$ cat config.mk
export PLATFORM = sky130hd
export DESIGN_NAME = mpa_client_port_flat
export DESIGN_NICKNAME = d
export VERILOG_FILES = /design/src/design/mpa_pkg.sv /design/src/design/mpa_req_if.sv /design/src/design/mpa_client_port.sv /design/src/flat_wrapper.sv
export VERILOG_INCLUDE_DIRS = /design/src /design/src/design
export SDC_FILE = /design/constraint.sdc
export NUM_CORES = 1
export LEC_CHECK = 0
export ABC_CLOCK_PERIOD_IN_PS = 2900
export BUFFER_PORTS_ARGS = -buffer_cell sky130_fd_sc_hd__buf_2
export CAP_MARGIN = 20
export CORE_MARGIN = 2
export CORE_UTILIZATION = 41
export CTS_CLUSTER_SIZE = 16
export DETAILED_ROUTE_END_ITERATION = 16
export PLACE_DENSITY = 0.78
export RECOVER_POWER = 100
export SYNTH_ARGS = -nofsm -noshare
export SYNTH_HDL_FRONTEND = slang
export SYNTH_SLANG_ARGS = --single-unit
$ cat constraint.sdc
create_clock -name clk -period 2.9 [get_ports clk]
set_input_delay 0.435 -clock clk [delete_from_list [all_inputs] [get_ports clk]]
set_output_delay 0.435 -clock clk [all_outputs]
set_load 0.01 [all_outputs]
$ cat src/design/mpa_macros.svh
// Size macros for the shared scratch memory; include wherever a width or count is needed
`ifndef MPA_MACROS_SVH
`define MPA_MACROS_SVH

// --------------------------------------------------
// Client and port counts
// --------------------------------------------------

// Number of peer clients sharing the memory
`define MPA_NUM_CLIENTS 4

// Number of memory access ports, between 2 and the client count
`define MPA_NUM_PORTS 2

// --------------------------------------------------
// Word geometry
// --------------------------------------------------

// Address width, so the array holds 2**MPA_ADDR_W words
`define MPA_ADDR_W 6

// Width of one data word
`define MPA_DATA_W 16

`endif

$ cat src/design/mpa_pkg.sv
// Shared types for the scratch memory design; import into any block that needs them
`include "mpa_macros.svh"

package mpa_pkg;

  // --------------------------------------------------
  // Enumerations
  // --------------------------------------------------

  // Access opcode carried with every request
  typedef enum logic {
    OP_READ  = 1'b0,
    OP_WRITE = 1'b1
  } mpa_op_e;

  // Client port FSM states
  // ST_WAIT_GNT holds req until the arbiter answers
  // ST_ACK holds cl_ack until the master lets go
  typedef enum logic [1:0] {
    ST_IDLE     = 2'd0,
    ST_WAIT_GNT = 2'd1,
    ST_ACK      = 2'd2
  } mpa_port_state_e;

  // --------------------------------------------------
  // Sized data types
  // --------------------------------------------------

  // One memory address
  typedef logic [`MPA_ADDR_W-1:0] addr_t;

  // One data word
  typedef logic [`MPA_DATA_W-1:0] data_t;

  // One bit per client, bit i belongs to client i
  typedef logic [`MPA_NUM_CLIENTS-1:0] client_vec_t;

  // Grant budget, counts from zero up to the memory port count
  typedef logic [$clog2(`MPA_NUM_PORTS + 1)-1:0] budget_t;

endpackage

$ cat src/design/mpa_req_if.sv
// Link between one client port and the shared arbiter and memory; one instance per client
`timescale 1ns/1ps
`include "mpa_macros.svh"

interface mpa_req_if;
  import mpa_pkg::*;

  // Request side, driven by the client port
  // The payload is held stable for as long as req is high
  logic    req;
  mpa_op_e op;
  addr_t   addr;
  data_t   wdata;

  // Grant comes from the arbiter in the same cycle as req
  logic    gnt;

  // Read data comes from the memory during the grant cycle
  data_t   rdata;

  // Client port view
  modport client (
    output req,
    output op,
    output addr,
    output wdata,
    input  gnt,
    input  rdata
  );

  // Arbiter and memory view; the arbiter drives only gnt, the memory only rdata
  modport shared (
    input  req,
    input  op,
    input  addr,
    input  wdata,
    output gnt,
    output rdata
  );

endinterface

$ cat src/design/mpa_client_port.sv
// Four-phase req/ack front end for one client; turns each handshake into one memory access
`timescale 1ns/1ps
`include "mpa_macros.svh"

module mpa_client_port (
  input  logic              clk,
  input  logic              rst_n,
  input  logic              cl_req,
  input  mpa_pkg::mpa_op_e  cl_op,
  input  mpa_pkg::addr_t    cl_addr,
  input  mpa_pkg::data_t    cl_wdata,
  output logic              cl_ack,
  output mpa_pkg::data_t    cl_rdata,
  mpa_req_if.client         bus
);
  import mpa_pkg::*;

  mpa_port_state_e state;
  mpa_port_state_e state_next;
  mpa_op_e         op_q;
  addr_t           addr_q;
  data_t           wdata_q;
  logic            start;
  logic            granted;
  logic            released;

  // Handshake events seen by the FSM
  assign start    = (state == ST_IDLE) && cl_req;
  assign granted  = (state == ST_WAIT_GNT) && bus.gnt;
  assign released = (state == ST_ACK) && !cl_req;

  // --------------------------------------------------
  // FSM
  // --------------------------------------------------

  always_comb begin
    state_next = state;
    case (state)
      ST_IDLE:     if (start) state_next = ST_WAIT_GNT;
      ST_WAIT_GNT: if (granted) state_next = ST_ACK;
      ST_ACK:      if (released) state_next = ST_IDLE;
      default:     state_next = ST_IDLE;
    endcase
  end

  always_ff @(posedge clk or negedge rst_n) begin
    if (!rst_n) begin
      state <= ST_IDLE;
    end else begin
      state <= state_next;
    end
  end

  // Acknowledge rises the cycle after the grant edge
  // and stays up until the master drops cl_req
  always_ff @(posedge clk or negedge rst_n) begin
    if (!rst_n) begin
      cl_ack <= 1'b0;
    end else if (granted) begin
      cl_ack <= 1'b1;
    end else if (released) begin
      cl_ack <= 1'b0;
    end
  end

  // --------------------------------------------------
  // Payload
  // --------------------------------------------------

  // The request is captured once so the shared side sees a steady payload
  always_ff @(posedge clk) begin
    if (start) begin
      op_q    <= cl_op;
      addr_q  <= cl_addr;
      wdata_q <= cl_wdata;
    end
  end

  // Memory returns read data combinationally in the grant cycle
  always_ff @(posedge clk) begin
    if (granted && op_q == OP_READ) begin
      cl_rdata <= bus.rdata;
    end
  end

  assign bus.req   = (state == ST_WAIT_GNT);
  assign bus.op    = op_q;
  assign bus.addr  = addr_q;
  assign bus.wdata = wdata_q;

  // --------------------------------------------------
  // Checks
  // --------------------------------------------------

  // The acknowledge flop and the FSM must agree
  a_ack_in_ack_state: assert property (@(posedge clk) disable iff (!rst_n)
    cl_ack |-> state == ST_ACK);

  // A new memory request only starts once the previous handshake is closed
  a_no_req_during_ack: assert property (@(posedge clk) disable iff (!rst_n)
    $rose(bus.req) |-> !cl_ack);

endmodule

$ cat src/flat_wrapper.sv
// flat-port wrapper written by rule: the top's interface ports become plain ports
module mpa_client_port_flat import mpa_pkg::*;
  (clk, rst_n, cl_req, cl_op, cl_addr, cl_wdata, cl_ack, cl_rdata, bus_req, bus_op, bus_addr, bus_wdata, bus_gnt, bus_rdata);
  mpa_req_if bus_i ();
  input  logic clk;
  input  logic rst_n;
  input  logic cl_req;
  input  mpa_pkg::mpa_op_e cl_op;
  input  mpa_pkg::addr_t cl_addr;
  input  mpa_pkg::data_t cl_wdata;
  output logic cl_ack;
  output mpa_pkg::data_t cl_rdata;
  output wire logic [$bits(bus_i.req)-1:0] bus_req;
  output wire logic [$bits(bus_i.op)-1:0] bus_op;
  output wire logic [$bits(bus_i.addr)-1:0] bus_addr;
  output wire logic [$bits(bus_i.wdata)-1:0] bus_wdata;
  input wire logic [$bits(bus_i.gnt)-1:0] bus_gnt;
  input wire logic [$bits(bus_i.rdata)-1:0] bus_rdata;
  assign bus_req = bus_i.req;
  assign bus_op = bus_i.op;
  assign bus_addr = bus_i.addr;
  assign bus_wdata = bus_i.wdata;
  assign bus_i.gnt = bus_gnt;
  assign bus_i.rdata = bus_rdata;
  mpa_client_port u_core (.clk(clk), .rst_n(rst_n), .cl_req(cl_req), .cl_op(cl_op), .cl_addr(cl_addr), .cl_wdata(cl_wdata), .cl_ack(cl_ack), .cl_rdata(cl_rdata), .bus(bus_i));
endmodule
# After elaboration in Yosys (flattened, before gate mapping)
# Cells that the tools add are included.
classes:
  n_mux: 6
  reduce_logical: 8
  n_eq_ne: 5
  bitwise: 1
op_table:
  columns: ["operator", "count"]
  rows:
  - ["$mux W2", 3]
  - ["$ne A2 B1 Y1 const B", 3]
  - ["$pmux W2 S3", 1]
  - ["$logic_and A1 B1 Y1", 4]
  - ["$reduce_and A3 Y1", 1]
  - ["$eq A2 B1 Y1 const B", 1]
  - ["$eq A2 B2 Y1 const B", 1]
  - ["$logic_not A2 Y1", 1]
  - ["$mux W1", 2]
  - ["$reduce_bool A2 Y1", 1]
  - ["$logic_not A1 Y1", 1]
  - ["$not A1 Y1", 1]
totals:
  output_inout_bits: 41
  inputBits: 43
  elab_cells: 26
  register_bits: 42

# Depth between registers and ports, before layout
logic_depth:
  word_depth: 4
  mapped_depth: 3

# Least setup slack after synthesis
# No wires, ideal clock.
synth_timing:
  path_type: "reg2reg"
  start: "register u_core.state[0]"
  end: "register u_core.addr_q[0] (netlist: u_core.bus.addr[0]), enable pin"
  setup_slack_ps: 277
  required_time_ps: 2463
  synth_period_minus_slack_ps: 2623
  arrival_time_ps: 2186
  path_stages_with_launch: 2
  setup_ps: 437
  cell_sequence: "dfrtp_1 -> nor3b_1"
synth_via:
  elab_chain_len: 2
synth_lines:
  columns: ["item", "line_no", "text"]
  rows:
  - ["start, declared", "mpa_client_port.sv:18", "mpa_port_state_e state;"]
  - ["start signal, assigned", "mpa_client_port.sv:50", "state <= state_next;"]
  - ["$logic_not A2 Y1", "mpa_client_port.sv:28", "assign start = (state == ST_IDLE) && cl_req;"]
  - ["$logic_and A1 B1 Y1", "mpa_client_port.sv:28", null]
  - ["named net u_core.start", "mpa_client_port.sv:23", "logic start;"]
  - ["end signal, assigned", "mpa_client_port.sv:74", "addr_q <= cl_addr;"]
  - ["end, declared", "mpa_client_port.sv:21", "addr_t addr_q;"]
# The timed path passes the listed nets, and every way through them passes these cells.
# A chain may end at the register's enable or synchronous reset.

# Final worst setup path
layout_timing:
  start: "register u_core.state[0]"
  end: "register u_core.wdata_q[1] (netlist: u_core.bus.wdata[1]), enable pin"
layout_via:
  elab_chain_len: 2
layout_lines:
  columns: ["item", "line_no", "text"]
  rows:
  - ["$logic_not A2 Y1", "mpa_client_port.sv:28", null]
  - ["$logic_and A1 B1 Y1", "mpa_client_port.sv:28", null]
  - ["named net u_core.start", "mpa_client_port.sv:23", null]
  - ["end signal, assigned", "mpa_client_port.sv:75", "wdata_q <= cl_wdata;"]
  - ["end, declared", "mpa_client_port.sv:22", "data_t wdata_q;"]
# The timed path passes the listed nets, and every way through them passes these cells.

==> reports/qor.yml <==
global_route:
  grtUsageTotal_pct: 13.8
  gr-usage-met2_pct: 26.7
  grt_max_degree: 24
  grt_use_met1_pct: 11.6
  busiest_layer: "met2"
  use_met3_pct: 5.97
  antenna_found_initial: 0
  grt_overflow: 0
  grt_pass1_vias: 797
  grt_pass1_wl_um: 3450
detailed_routing:
  ant_nets: 0
  vias_per_cell: 4.23
  firstDrtPassIters: 4
  drt_wl_total_um: 2600
  drt_iter0_drc: 26
  wl_per_cell_um: 13.4
  route.vias.total: 820
  drc: 0
critical_path:
  critPathKind: "flip-flop to flip-flop"
  arrival_ns: 1.90
  cp-startpoint: "u_core.state[0]"
  critPathCaptureType: "flip-flop"
  crit_fanout: 23
  cp_data_required_time_ns: 2.87
  r2r-end: "u_core.bus.wdata[1]"
  crit-reg2reg-launch: "u_core.state[0]"
  startpoint_type: "flip-flop"
  reg2reg_slack_ns: 0.97
  reg2reg_depth: 2
hold_path:
  hold_path_depth: 1
  hold_end: "u_core.bus.wdata[0]"
  min_from: "cl_wdata[0]"
  hold_path.class: "input port to flip-flop"
final_layout:
  diodes: 0
  final_common_cell: "clkbuf_1"
  syn_to_final_growth_pct: 36.2
  final_cell_mix: "clkbuf_1, buf_2, edfxtp_1"
  drive_gt1_share_pct: 31.3
  fin_nets: 192
  fill_cells: 284
synthesis:
  ys_seq_elements: 42
  yosysWarnings: 0
  synth_top_area_cell: "edfxtp_1"
  synth_area_mm2: 0.00133
  syn-num-nets: 99
  ys_types: 11
  synth_area_leaders: "edfxtp_1, dfrtp_1, o21ai_0"
  syn_avg_cell_area_um2: 23.7
  synth_top_area_share_pct: 88.1
  ys_seq_area_share_pct: 93.8
  netlist_instances: 56
cts:
  cts_max_level: 2
  cts_sinks: 42
  cts_buffers: 5
  post_cts_resize_count: 0
  cts_tree: "yes"
  post_cts_buffers: 0
  cts-root-buf: "clkbuf_4"
  ctsHoldBuffers: 1
  clk_pin_slew_ns: 0.12
  clk_latency_ns: 0.34
  clockBufferDepth: 2
die:
  dieArea_mm2: 0.00371
  die_h_um: 60.9
  die_x_um: 60.9
  initial_core_util_pct: 43.2
  boundaryPins: 84
  rows: 20
  core_mm2: 0.00308
timing:
  final_hold_viol_count: 0
  slew-limit-headroom_pct: 21.3
  period_minus_slack_ns: 1.93
  fin_crit_sh_pct: 66.7
  slew_violations: 0
  worst_pin_slew_ns: 1.18
  fin_skew_ns: 0.0132
  rsz0062_at_grt: "no"
  setup_tns_ns: 0
  holdWs_ns: 0.259
  fmax_mhz: 517
  finalSetupViolCount: 0
flow_run:
  max-cap-violations: 0
status:
  outcome: "completed"
pwr:
  leakage_nw: 0.671
  ir_drop_mv: 0.328
  powerDensity_mw_per_mm2: 669
  power_mw: 1.21
placement:
  routabilityCongestion: 0.665
  hpwl_um: 2020
  port_buffers: 83
## sequential cells by signal, summed over array words and instances (netlist names)
signal and count:
u_core.bus.addr 6, u_core.bus.op 1, u_core.cl_ack 1, u_core.state 2, u_core.cl_rdata 16, u_core.bus.wdata 16
## metal layers
metal	vias up	wire length [um]
met5	-	0
met4	0	36
met3	5	225
met2	40	1440
met1	377	896
li1	398	-
## worst max path at each step
stage | endpoint | slack (ns) | depth (start not counted)
after floorplan | u_core.bus.addr[0] | 0.28 | 1
after global placement | u_core.bus.addr[4] | 1.59 | 3
after detailed placement | u_core.cl_rdata[3] | 1.55 | 3
after CTS | bus_req | 1.31 | 2
after global routing | u_core.bus.wdata[5] | 0.86 | 2
final | u_core.bus.wdata[1] | 0.97 | 2
## where the power goes
part           leakage (nW)  switching, mW  internal [mW]
registers             0.396         0.0302          0.750
logic                 0.246          0.109         0.0583
clock network        0.0286          0.173         0.0903
total                 0.671          0.313          0.898
## critical path: stages, from the launching register on
cell	delay, ns
dfrtp_1	0.45
nor3b_1	0.22
clkbuf_1	0.90
## cell families after synthesis
logic type,count (synthesis),synth area share (%)
flip-flops,42,93.8
AND/OR/NAND/NOR,8,3.77
AO/OA/AOI/OAI,3,1.13
buffers and inverters,2,0.565
multiplexers,1,0.753
## cells in the mapped netlist
cell and n:
mux2i_1 1, inv_1 2, o21ai_0 3, nor2b_2 1, nor2b_1 1, nor3b_1 1, edfxtp_1 39, nor2_1 1
nand2_1 3, dfrtp_1 3, nor3b_2 1
## area by class of cell
class / instances / area [um^2] / share of cell area [%]
clock buffer: 5 / 37.5 / 2.07
tap: 44 / 55.1 / 3.04
multi-input combinational: 12 / 67.6 / 3.73
inverter: 2 / 7.51 / 0.415
clock inverter: 3 / 16.3 / 0.899
timing repair buffer: 86 / 379 / 21.0
sequential: 42 / 1250 / 68.9
## metrics by stage
stage	setup slack (ns)	util, %	instances	area (um^2)
5_1_grt	0.858	58.8	194	1810
4_1_cts	1.31	61.2	194	1880
2_1_floorplan	0.277	-	56	1330
3_3_place_gp	1.59	59.1	185	1820
3_5_place_dp	1.55	59.1	185	1820
6_report	0.967	58.8	194	1810
No activity file was read; power rests on OpenSTA's default activity.
